<file path="src/design/lsu_pkg.sv">
//////////////////////////////////////////////////
// load/store unit shared definitions
// sizes, tag and opcode types, and the structs
// passed between buffer, control and memory
//////////////////////////////////////////////////
`default_nettype none

package lsu_pkg;

    localparam int xlen         = 32;
    localparam int reg_idx_bits = 5;
    // tag 0 means no producer or an idle bus
    localparam int rob_tag_bits = 5;
    localparam int buf_idx_bits = 3;
    localparam int buf_depth    = 1 << buf_idx_bits;
    localparam int mem_words    = 256;
    localparam int mem_idx_bits = $clog2(mem_words);
    localparam int cdb_ports    = 4;

    typedef logic [rob_tag_bits-1:0] rob_tag_t;
    typedef logic [buf_idx_bits-1:0] buf_idx_t;

    typedef enum logic [2:0] {
        op_lb, op_lh, op_lw, op_lbu, op_lhu, op_sb, op_sh, op_sw
    } lsu_op_e;

    // one operation as it comes from dispatch
    typedef struct packed {
        rob_tag_t                rob_tag;
        logic [reg_idx_bits-1:0] rd;
        lsu_op_e                 op;
        rob_tag_t                tag1;
        rob_tag_t                tag2;
        logic [xlen-1:0]         val1;
        logic [xlen-1:0]         val2;
        logic [xlen-1:0]         imm;
    } lsu_issue_t;

    typedef struct packed {
        rob_tag_t        tag;
        logic [xlen-1:0] value;
    } cdb_t;

    // buffer slot whose addr tracks val1 + imm once the base is known
    typedef struct packed {
        lsu_issue_t      ins;
        logic [xlen-1:0] addr;
        logic            busy;
        logic            ready;
    } lsu_entry_t;

    typedef struct packed {
        logic                    valid;
        lsu_op_e                 op;
        rob_tag_t                rob_tag;
        logic [reg_idx_bits-1:0] rd;
        logic [xlen-1:0]         addr;
        logic [xlen-1:0]         wdata;
    } mem_req_t;

    typedef struct packed {
        logic                    valid;
        rob_tag_t                rob_tag;
        logic [reg_idx_bits-1:0] rd;
        logic [xlen-1:0]         data;
    } lsu_result_t;

    function automatic logic is_store(lsu_op_e op);
        return op inside {op_sb, op_sh, op_sw};
    endfunction

endpackage

`default_nettype wire

</file>
<file path="src/design/ls_control.sv">
//////////////////////////////////////////////////
// ls_control
// head/tail pointers and occupancy of the
// load/store buffer, full flag, in-order issue
// decision and flush handling
//////////////////////////////////////////////////
`timescale 1ns/1ps
`default_nettype none

module ls_control
    import lsu_pkg::*;
(
    input  logic       clk,
    input  logic       arst_n,
    input  logic       in_valid,
    input  logic       flush,
    input  rob_tag_t   rob_head,
    input  lsu_entry_t head,
    output logic       wr_en,
    output buf_idx_t   wr_idx,
    output buf_idx_t   rd_idx,
    output logic       release_head,
    output logic       clear_all,
    output logic       issue,
    output logic       full
);

    buf_idx_t              tail_q;
    buf_idx_t              head_q;
    logic [buf_idx_bits:0] count_q;
    logic [buf_idx_bits:0] count_d;
    logic                  has_space;
    logic                  store_ok;

    assign wr_idx = tail_q;
    assign rd_idx = head_q;

    // inserts beyond the last free slot are dropped
    assign has_space = count_q != (buf_idx_bits + 1)'(buf_depth);
    assign wr_en     = in_valid && has_space && !flush;

    // stores only go once they are the oldest in the ROB
    assign store_ok     = !is_store(head.ins.op) || (head.ins.rob_tag == rob_head);
    assign issue        = head.busy && head.ready && store_ok && !flush;
    assign release_head = issue;
    assign clear_all    = flush;

    assign count_d = count_q + (buf_idx_bits + 1)'(wr_en) - (buf_idx_bits + 1)'(issue);

    always_ff @(posedge clk or negedge arst_n) begin
        if (!arst_n) begin
            tail_q  <= '0;
            head_q  <= '0;
            count_q <= '0;
            full    <= 1'b0;
        end else if (flush) begin
            tail_q  <= '0;
            head_q  <= '0;
            count_q <= '0;
            full    <= 1'b0;
        end else begin
            tail_q  <= tail_q + buf_idx_t'(wr_en);
            head_q  <= head_q + buf_idx_t'(issue);
            count_q <= count_d;
            full    <= count_d == (buf_idx_bits + 1)'(buf_depth);
        end
    end

endmodule

`default_nettype wire

</file>
<file path="config.mk">
export PLATFORM = sky130hd
export DESIGN_NAME = ls_control
export DESIGN_NICKNAME = d
export VERILOG_FILES = /design/src/design/lsu_pkg.sv /design/src/design/ls_control.sv
export SDC_FILE = /design/constraint.sdc
export NUM_CORES = 1
export LEC_CHECK = 0
export ABC_CLOCK_PERIOD_IN_PS = 2450
export BUFFER_PORTS_ARGS = -buffer_cell sky130_fd_sc_hd__clkbuf_2
export CAP_MARGIN = 40
export CORE_ASPECT_RATIO = 1.75
export CORE_MARGIN = 8
export CORE_UTILIZATION = 22
export CTS_BUF_LIST = sky130_fd_sc_hd__clkbuf_8
export DETAILED_ROUTE_END_ITERATION = 8
export HOLD_SLACK_MARGIN = 0.1
export PLACE_DENSITY = 0.87
export SYNTH_ARGS = -nofsm -noshare
export SYNTH_HDL_FRONTEND = slang
export SYNTH_SLANG_ARGS = --single-unit
</file>
<file path="constraint.sdc">
create_clock -name clk -period 2.45 [get_ports clk]
set_clock_uncertainty 0.2 [all_clocks]
set_input_delay 0.245 -clock clk [delete_from_list [all_inputs] [get_ports clk]]
set_output_delay 0.245 -clock clk [all_outputs]
set_load 0.02 [all_outputs]
</file>
==> results.txt, run 1 <==
----------------------------------------------------
[GRT]
  Global-route total usage across every layer ... 6.982%
  Number of global-route vias before repair ... 698
  Maximum number of pins on one net before global-route repair ... 14
  Antenna violations before repair ... 0
  First-pass GRT wire length ... 2794 µm
  Congestion Overflow GR ... 0

[Drt]
  Initial DRC count ... 1
  1st-pass router iterations ... 2
  Average wire per standard cell ... 12.07 µm
  Antenna Nets Post-Route ... 0
  Vias ... roughly 580
  Detail-routed via count per cell ... 4.528
  Routed Wire Length ... around 1500 µm
  Residual DRC count ... 0

[STA]
  Final Hold Violating Endpoints ... 0
  Number of setup violations in the final report ... 0
  Min Clock Period, post-route ... 2288 ps
  Final setup margin ... between 150 and 200 ps
  Remaining max-slew budget at the tightest pin ... 81.52%
  Highest achievable clock rate ... 437.0 MHz
  Setup repair after global routing missed its margin ... no
  Tightest Pin Transition ... roughly 280 ps
  Share of the clock period used by the worst path after layout ... 93.41%
  Final Max Slew Viols ... 0

[Place]
  HPWL after DPL ... between 1000 and 1500 µm
  Final RePlAce weighted congestion ... 0.7424
  Port buffer count ... 29
  Pre-CTS worst setup slack ... -94.22 ps

[Die]
  Number of rows created at floorplan ... 26
  CORE AREA ... 0.002928 mm²
  Width of the chip ... about 58 µm
  Height of the die ... 89.58 µm
  Area of the die ... 0.005200 mm²
  Starting density of the core ... 23.25%
  Boundary Pins ... ~170

[Cells and area]
  Layout cell share with drive strength beyond 1 ... 41.41%
  Final net count ... 272
  Total inserted antenna cells ... 0
  Fillcell total ... 287
  Area growth syn-to-layout ... 41.91%

[Yosys]
  Post-Synth Adder-Cell Area ... 19.49%
  Main combinational cell family by area after synthesis ... adder cells
  Number of flops mapped to enable cells by yosys ... 0
  Synthesized-area fraction occupied by and/or/nand/nor cells ... 15.07%
  Yosys top cell area share ... 40.44%
  Yosys top cell by area ... sky130_fd_sc_hd__dfrtp_1
  Cell types with the largest area share after synthesis ... sky130_fd_sc_hd__dfrtp_1 40%, sky130_fd_sc_hd__ha_1 17%, sky130_fd_sc_hd__xnor2_1 9.0%
  Multiplexer share of the synthesized area ... 2.941%
  Fraction of synthesized cell area in xor and xnor cells ... around 10%
  Post-synthesis instance total ... 64
  Post-synthesis sequential element count ... 11
  Area fraction in compound gates after synthesis ... 5.147%
  Post-Synthesis Net Count ... roughly 240
  Most common cell in the netlist ... sky130_fd_sc_hd__dfrtp_1
  Ranking of synthesized cells by instance count ... 11 x sky130_fd_sc_hd__dfrtp_1, 9 x sky130_fd_sc_hd__ha_1, 7 x sky130_fd_sc_hd__inv_1, 7 x sky130_fd_sc_hd__xnor2_1, 6 x sky130_fd_sc_hd__nor2b_1
  Yosys warns ... 0
  Commonest register cell after synthesis ... sky130_fd_sc_hd__dfrtp_1
  Post-synth ARST share ... 100.0%
  Average size of a mapped cell ... between 10 and 15 µm²
  Mapped Area ... around 680 µm²
  Number of distinct library cells after synthesis ... 22
  Sequential fraction of the synthesis area ... 40.44%

[Status]
  Outcome ... completed

[Worst setup path]
  Setup crit start kind ... input pin
  Critical path peak fanout ... 2
  CP Class ... input pin to flop
  Cell mode on critical path ... sky130_fd_sc_hd__inv_1
  Required arrival time at the worst endpoint ... 2410 ps
  Worst path slowest cell ... sky130_fd_sc_hd__fa_1
  Crit path capture type ... flop
  Critical path, cell by cell ... clkbuf_2 > and3b_1 > nand3_1 > o21ai_4 > ha_1 > inv_1 > ha_2 > inv_1 > fa_1 > nor2b_4 > nand3b_1 > mux2i_1
  Arrival time at the worst endpoint ... 2250 ps
  Max stage delay on crit path ... 510 ps

[Clocking]
  Number of setup buffers added after CTS ... 0
  Max Buffers Root-to-Sink ... 2
  Clock latency reported for the late side of the worst-skew pair ... 240 ps
  Number of H-tree branching levels ... 1
  TritonCTS clock tree ... done
  Number of sinks driven by the clock tree ... 11
  Clk pin slew, worst setup/hold paths ... 50 ps
  Clock tree root buffer cell ... sky130_fd_sc_hd__clkbuf_8
  Total clock buffers created by CTS ... 3

[Job]
  Total of max-cap violations ... 0

[Pwr]
  Total power draw ... ~0.66 mW
  PD cells ... 684.7 mW/mm²
  Static power due to leakage ... 0.5184 nW
  Maximum VDD drop ... around 0.51 mV

[Worst hold path]
  Path class of the lowest-slack min-delay path ... input pin to flop

----------------------------------------------------
per-stage QoR:
stage / TNS (ps) / area [µm²] / util [%] / hold slack [ps] / cells
after detailed placement: -110.8 / 900.9 / 30.77 / -63.42 / 122
after CTS: 0 / 955.9 / 32.65 / 178.6 / 127
after global placement: -55.69 / 900.9 / 30.77 / -66.23 / 122
after floorplan: 0 / 709.4 / - / -250.6 / 64
final: 0 / 965.9 / 32.99 / 175.3 / 127
after global routing: 0 / 965.9 / 32.99 / 192.2 / 127
worst paths after layout:
| kind | start | to | slack [ps] | cells after the start |
|---|---|---|---|---|
| hold reg to reg | wr_idx[2] | wr_idx[2] | 350 | 2 |
| hold / removal | flush | count_q[1] | 180 | 3 |
| max in group asynchronous | arst_n | wr_idx[0] | 1600 | 2 |
| setup reg to reg | count_q[2] | full | 180 | 9 |
| setup / recovery | flush | full | 160 | 12 |
| min in group asynchronous | arst_n | count_q[0] | 230 | 2 |
timing repair:
action / in CTS / in global routing
setup endpoints to repair: 0 / 1
hold buffers: 1 / 0
endpoints found under the hold margin: 11 / 0
resized for setup: 0 / 3
power breakdown:
group          switching [mW]  leakage, nW  total, mW  internal (mW)
clock                  0.0689       0.0269      0.179          0.110
sequential             0.0105        0.150      0.221          0.210
combinational           0.132        0.342      0.262          0.129
layout make-up:
| class | instances | area (µm²) | share of cell area (%) |
|---|---|---|---|
| sequential | 11 | 275.3 | 28.50 |
| clock inverter | 1 | 3.754 | 0.3886 |
| tap | 28 | 35.03 | 3.627 |
| multi-input combinational | 43 | 399.1 | 41.32 |
| timing repair buffer | 34 | 185.2 | 19.17 |
| inverter | 7 | 26.28 | 2.720 |
| clock buffer | 3 | 41.29 | 4.275 |
state kept, by name (all words and copies together) (netlist names):
signal   cells
full         1
rd_idx       3
wr_idx       3
count_q      4
metal layers:
layer | track usage, % | vias to the layer above | routed length, µm
li1 | - | 277 | -
met2 | 12.86 | 32 | 772
met1 | 5.897 | 263 | 544
met3 | 3.424 | 3 | 185
met5 | 0 | - | 0
met4 | 4.036 | 0 | 30
cell usage in the layout, fill, tap and decap left out, types with 2 or more instances in the layout:
master	netlist	routed
sky130_fd_sc_hd__clkbuf_2	0	29
sky130_fd_sc_hd__dfrtp_1	11	11
sky130_fd_sc_hd__inv_1	7	8
sky130_fd_sc_hd__ha_1	9	8
sky130_fd_sc_hd__xnor2_1	7	7
sky130_fd_sc_hd__nor2b_1	6	5
sky130_fd_sc_hd__nor2_1	4	4
sky130_fd_sc_hd__buf_4	2	4
sky130_fd_sc_hd__clkbuf_8	0	3
sky130_fd_sc_hd__nand3_1	2	2
sky130_fd_sc_hd__mux2i_1	2	2
sky130_fd_sc_hd__nand3b_1	2	2
worst max-delay path: cells and delay by family:
kind	cells	cell delay, ps
buf+inv	3	210
mux	1	130
compound gates	1	150
simple gates	4	580
fa+ha+maj	3	920
kinds of logic after synthesis:
family | after synthesis
compound gates | 5
fa+ha+maj | 10
simple gates | 18
mux | 2
buf+inv | 10
flops | 11
xor+xnor | 8
Note: power is estimated with default switching activity, not from simulation.
==> run 2: changes to the inputs <==
Settings changed: CORE_AREA from default to 2 2 66 68, CORE_ASPECT_RATIO 1.75 to default, CORE_MARGIN 8 to default, CORE_UTILIZATION 22 to default, DIE_AREA from default to 0 0 68 70, PLACE_DENSITY 0.87 to 0.7, RECOVER_POWER from default to 25.
==> run 2 against run 1 <==
- routed wire length is 10% lower
- highest routed layer unchanged
- register-to-register slack hardly changed
- worst setup slack better by 33 ps
- cell area is 4.5% higher
- sequential power hardly changed
- total power is 1.7% higher
- largest cell class unchanged
- via count is 3.5% lower
- combinational power is 4% higher
- global-route usage is 0.48 points lower
- worst hold slack better by 2.4 ps
- clock-buffer cell count stayed put
==> results.txt, run 2 (synthesized netlist as in run 1, its figures left out) <==
----------------------------------------------------
[Drt]
  Routed Wire Length ... 1376 µm
  1st-pass router iterations ... 2
  Vias ... 555
  Detail-routed via count per cell ... ~3.7
  Antenna Nets Post-Route ... 0
  Average wire per standard cell ... between 9 and 10 µm
  Initial DRC count ... 3
  Residual DRC count ... 0

[GRT]
  Congestion Overflow GR ... 0
  Antenna violations before repair ... 0
  Met1 capacity usage during global routing ... 8.016%
  Global-route total usage across every layer ... 6.502%
  Maximum number of pins on one net before global-route repair ... 14
  Number of global-route vias before repair ... 551
  Fraction of met2 tracks used by global routing ... 9.817%
  Most Crowded Layer GR ... met2
  Met3 global-route usage ... under 10%
  First-pass GRT wire length ... 2318 µm

[Pwr]
  Maximum VDD drop ... between 0.3 and 0.4 mV
  Total power draw ... between 0.6 and 0.7 mW
  PD cells ... 666.4 mW/mm²
  Static power due to leakage ... 0.5213 nW

[Cells and area]
  Fillcell total ... 449
  Final std cell area, no fill ... 0.001010 mm²
  Most common cell after layout, fill and taps aside ... sky130_fd_sc_hd__clkbuf_2
  Layout cell share with drive strength beyond 1 ... 42.00%
  Top library cells by usage in the layout, fill and taps aside ... 28 x sky130_fd_sc_hd__clkbuf_2, 11 x sky130_fd_sc_hd__dfrtp_1, 8 x sky130_fd_sc_hd__inv_1, 8 x sky130_fd_sc_hd__ha_1, 7 x sky130_fd_sc_hd__xnor2_1
  Largest register by flop count ... count_q
  Area growth syn-to-layout ... 48.35%
  Final net count ... 273
  Total inserted antenna cells ... 0
  Number of flip-flops under the largest register name ... 4

[Clocking]
  Max Buffers Root-to-Sink ... 2
  Clock latency reported for the late side of the worst-skew pair ... 240 ps
  Number of sinks driven by the clock tree ... 11
  Total clock buffers created by CTS ... 3
  Clock tree root buffer cell ... sky130_fd_sc_hd__clkbuf_8
  Number of H-tree branching levels ... 1
  Clk pin slew, worst setup/hold paths ... 50 ps
  TritonCTS clock tree ... done

[Die]
  Area of the die ... 0.004760 mm²
  CORE AREA ... 0.004144 mm²
  Number of rows created at floorplan ... 24
  Starting density of the core ... 16.43%
  Boundary Pins ... 173
  Width of the chip ... 68 µm
  Height of the die ... 70 µm

[STA]
  Highest achievable clock rate ... 443.3 MHz
  Number of setup violations in the final report ... 0
  Tightest hold margin ... 177.7 ps
  Final Max Slew Viols ... 0
  Final Hold Violating Endpoints ... 0
  Tightest Pin Transition ... 602.9 ps
  Setup_tns ... 0 ps
  Final setup margin ... about 190 ps
  Remaining max-slew budget at the tightest pin ... around 60%
  Share of the clock period used by the worst path after layout ... around 92%
  Min Clock Period, post-route ... 2256 ps
  Setup repair after global routing missed its margin ... no

[Job]
  Total of max-cap violations ... 0

[Worst setup path]
  Minimum setup slack among reg-to-reg paths ... 190 ps
  Critical path peak fanout ... 2
  CP Class ... flop to flop
  Crit path capture type ... flop
  Arrival time at the worst endpoint ... 2220 ps
  Setup crit start kind ... flop
  Required arrival time at the worst endpoint ... 2410 ps

[Place]
  Pre-CTS worst setup slack ... -85.19 ps
  HPWL after DPL ... 1131 µm
  Cell Area, Placed ... 938.4 µm²
  Port buffer count ... 29
  Final RePlAce weighted congestion ... 0.7554

[Status]
  Outcome ... completed

[Worst hold path]
  Path class of the lowest-slack min-delay path ... input pin to flop

----------------------------------------------------
-- run 2: cell types whose count changed in the layout (fill, tap and decap cells not counted) --
cell / change
sky130_fd_sc_hd__xor2_2: +1
sky130_fd_sc_hd__buf_4: +1
sky130_fd_sc_hd__xor2_1: -1
sky130_fd_sc_hd__clkbuf_1: +1
sky130_fd_sc_hd__clkbuf_2: -1
-- run 2: where the power goes --
part / internal, mW / switching [mW] / total (mW)
Sequential: 0.210 / 0.0105 / 0.220
Clock: 0.110 / 0.0695 / 0.180
Combinational: 0.135 / 0.138 / 0.273
-- run 2: critical path, stage by stage, from the launching register on --
cell and delay (ps):
sky130_fd_sc_hd__dfrtp_1 310, sky130_fd_sc_hd__inv_1 50, sky130_fd_sc_hd__ha_1 230, sky130_fd_sc_hd__a311oi_4 240
sky130_fd_sc_hd__ha_2 230, sky130_fd_sc_hd__inv_1 50, sky130_fd_sc_hd__fa_1 500, sky130_fd_sc_hd__nor2b_4 150
sky130_fd_sc_hd__nand3b_1 80, sky130_fd_sc_hd__mux2i_1 130
-- run 2: path summary, 6_finish.rpt --
check / start / end / cells past startpoint
max: count_q[2] / full / 9
min: flush / count_q[1] / 3
max reg2reg: count_q[2] / full / 9
min reg2reg: rd_idx[2] / rd_idx[2] / 2
max in group asynchronous: arst_n / full / 2
min in group asynchronous: arst_n / rd_idx[0] / 2
-- run 2: routing by layer --
layer	vias to the layer above	wire length (µm)
li1	276	-
met1	246	604
met2	29	624
met3	4	133
met4	0	13
met5	-	0
-- run 2: layout make-up --
| type | count | area, µm² | share of cell area [%] |
|---|---|---|---|
| Sequential cell | 11 | 275.3 | 27.26 |
| Timing Repair Buffer | 35 | 191.4 | 18.96 |
| Clock buffer | 3 | 41.29 | 4.089 |
| Clock inverter | 1 | 3.754 | 0.3717 |
| Tap cell | 52 | 65.06 | 6.444 |
| Multi-Input combinational cell | 43 | 406.6 | 40.27 |
| Inverter | 7 | 26.28 | 2.602 |
-- run 2: stage by stage --
stage | util [%] | std cells
finish | 24.37 | 152
global route | 24.37 | 152
CTS | 23.97 | 152
detailed placement | 22.64 | 147
global placement | 22.64 | 147
floorplan | - | 64
-- run 2: what timing repair did --
action | in CTS | in global routing
hold buffers | 1 | 0
setup buffers | 0 | 0
gates resized for setup | 0 | 4
setup endpoints to repair | 0 | 2
endpoints found under the hold margin | 11 | 0
==> run 3: changes to the inputs <==
Settings changed: RECOVER_POWER 25 to default.
==> run 3 against run 2 <==
- sequential share of layout area about the same
- global-route usage unchanged
- worst hold slack unchanged
- core utilization about the same
- final cell count unchanged
- register-to-register slack about the same
- combinational power about the same
- largest cell class unchanged
- via count unchanged
- non-clock buffer count unchanged
- maximum frequency unchanged
==> results.txt, run 3 (synthesized netlist as in run 1, its figures left out) <==
----------------------------------------------------
[Drt]
  Residual DRC count ... 0
  Antenna Nets Post-Route ... 0
  1st-pass router iterations ... 2
  Initial DRC count ... 3
  Detail-routed via count per cell ... 3.651
  Average wire per standard cell ... 9.059 µm
  Vias ... about 560
  Routed Wire Length ... 1377 µm

[Clocking]
  TritonCTS clock tree ... done
  Number of setup buffers added after CTS ... 0
  Max Buffers Root-to-Sink ... 2
  Clock tree root buffer cell ... sky130_fd_sc_hd__clkbuf_8
  Clk pin slew, worst setup/hold paths ... roughly 50 ps
  Clock latency reported for the late side of the worst-skew pair ... approximately 240 ps
  Number of sinks driven by the clock tree ... 11
  Total clock buffers created by CTS ... 3
  Number of H-tree branching levels ... 1

[Pwr]
  Fraction of power consumed by sequential logic ... around a third
  Switching power ... 0.2180 mW
  PD cells ... 665.8 mW/mm²
  Total internal power ... 0.4551 mW
  Fraction of power consumed by the clock network ... 26.7%
  Combinational Power Share ... between 40% and 50%
  Maximum VDD drop ... 0.3264 mV
  Proportion of total power due to net switching ... between 30% and 40%
  Total power draw ... roughly 0.67 mW
  Static power due to leakage ... approximately 0.52 nW

[STA]
  Remaining max-slew budget at the tightest pin ... 81.18%
  Tightest Pin Transition ... 282.3 ps
  Final Max Slew Viols ... 0
  Highest achievable clock rate ... 443.3 MHz
  Setup repair after global routing missed its margin ... no
  Min Clock Period, post-route ... 2256 ps
  Final Hold Violating Endpoints ... 0
  Setup_tns ... 0 ps
  Number of setup violations in the final report ... 0
  Share of the clock period used by the worst path after layout ... 92.08%
  Final setup margin ... 194.0 ps

[Worst setup path]
  Critical path peak fanout ... 2
  CP Class ... flop to flop
  Required arrival time at the worst endpoint ... 2410 ps
  Minimum setup slack among reg-to-reg paths ... 190 ps
  Setup crit start kind ... flop
  Worst Reg-to-Reg Cells ... 9
  R2r startpoint ... count_q[2]
  Crit Reg-Reg Endpoint ... full
  Arrival time at the worst endpoint ... 2220 ps
  Crit path capture type ... flop

[GRT]
  Congestion Overflow GR ... 0
  Met1 capacity usage during global routing ... 8.016%
  Maximum number of pins on one net before global-route repair ... 14
  Fraction of met2 tracks used by global routing ... slightly below 10%
  Met3 global-route usage ... approximately 2.3%
  Antenna violations before repair ... 0
  Number of global-route vias before repair ... 551
  Global-route total usage across every layer ... 6.502%
  First-pass GRT wire length ... 2318 µm
  Most Crowded Layer GR ... met2

[Cells and area]
  Largest register by flop count ... count_q
  Final core utilization ... between 20 and 25%
  Number of flip-flops under the largest register name ... 4
  Final std cell area, no fill ... approximately 0.001 mm²
  Most common cell after layout, fill and taps aside ... sky130_fd_sc_hd__clkbuf_2
  Final net count ... 273
  Area growth syn-to-layout ... 48.53%
  Total inserted antenna cells ... 0
  Layout cell share with drive strength beyond 1 ... 43.00%
  Top library cells by usage in the layout, fill and taps aside ... 29 x sky130_fd_sc_hd__clkbuf_2, 11 x sky130_fd_sc_hd__dfrtp_1, 8 x sky130_fd_sc_hd__inv_1, 8 x sky130_fd_sc_hd__ha_1, 7 x sky130_fd_sc_hd__xnor2_1

[Status]
  Outcome ... completed

[Place]
  Pre-CTS worst setup slack ... -85.19 ps
  HPWL after DPL ... 1131 µm
  Port buffer count ... 29
  Cell Area, Placed ... 938.4 µm²
  Final RePlAce weighted congestion ... 0.7554

[Die]
  Width of the chip ... 68 µm
  Area of the die ... 0.004760 mm²
  CORE AREA ... 0.004144 mm²
  Number of rows created at floorplan ... 24
  Starting density of the core ... 16.43%
  Boundary Pins ... between 150 and 200
  Height of the die ... 70 µm

[Worst hold path]
  Startpoint of the most critical hold path ... flush
  Worst-case hold path end point ... count_q[1]
  Path class of the lowest-slack min-delay path ... input pin to flop
  Cells on Worst Hold Path ... 3

[Job]
  Total of max-cap violations ... 0

----------------------------------------------------
==> run 3: cell counts in the layout (fill, tap and decap cells not counted) <==
No cell type changed its count.
==> run 3: worst max-delay path, cell delays in order (launching register included) <==
cell and delay, ps:
sky130_fd_sc_hd__dfrtp_1 310, sky130_fd_sc_hd__inv_1 50, sky130_fd_sc_hd__ha_1 230, sky130_fd_sc_hd__a311oi_4 240, sky130_fd_sc_hd__ha_2 230, sky130_fd_sc_hd__inv_1 50, sky130_fd_sc_hd__fa_1 500, sky130_fd_sc_hd__nor2b_4 150
sky130_fd_sc_hd__nand3b_1 80, sky130_fd_sc_hd__mux2i_1 130
==> run 3: routing by layer <==
layer / up-vias / routed length, µm
met5: - / 0
met4: 0 / 13
met3: 4 / 133
met2: 29 / 624
met1: 246 / 606
li1: 276 / -
==> run 3: worst max path at each step <==
stage,start,end
floorplan,flush,full
global placement,flush,full
detailed placement,flush,full
CTS,count_q[2],full
global route,count_q[2],full
finish,count_q[2],full
==> run 3: cell type report <==
type	instances	area (µm²)
repair buffers	35	192.7
fillers	448	3133
inverters	7	26.28
well taps	52	65.06
flip-flops and latches	11	275.3
clock inverters	1	3.754
multi-input cells	43	406.6
clock buffers	3	41.29
==> run 3: per-stage QoR <==
step | instances | hold slack (ps)
floorplan | 64 | -250.6
global placement | 147 | -60.82
detailed placement | 147 | -55.63
CTS | 152 | 179.8
global route | 152 | 203.5
finish | 152 | 177.7
==> run 3: power by group through the flow <==
stage                     logic [mW]  clock network [mW]  registers (mW)
after CTS                      0.253               0.184           0.221
after detailed placement       0.249                   0           0.224
after floorplan                0.155                   0           0.236
final                          0.273               0.180           0.220
after global routing           0.309               0.194           0.223
after global placement         0.245                   0           0.224
==> run 3: what timing repair did <==
| action | 4_1_cts | 5_1_grt |
|---|---|---|
| resized for setup | 0 | 4 |
| endpoints found under the setup margin | 0 | 2 |
| hold endpoints to repair | 11 | 0 |
| hold buffers | 1 | 0 |
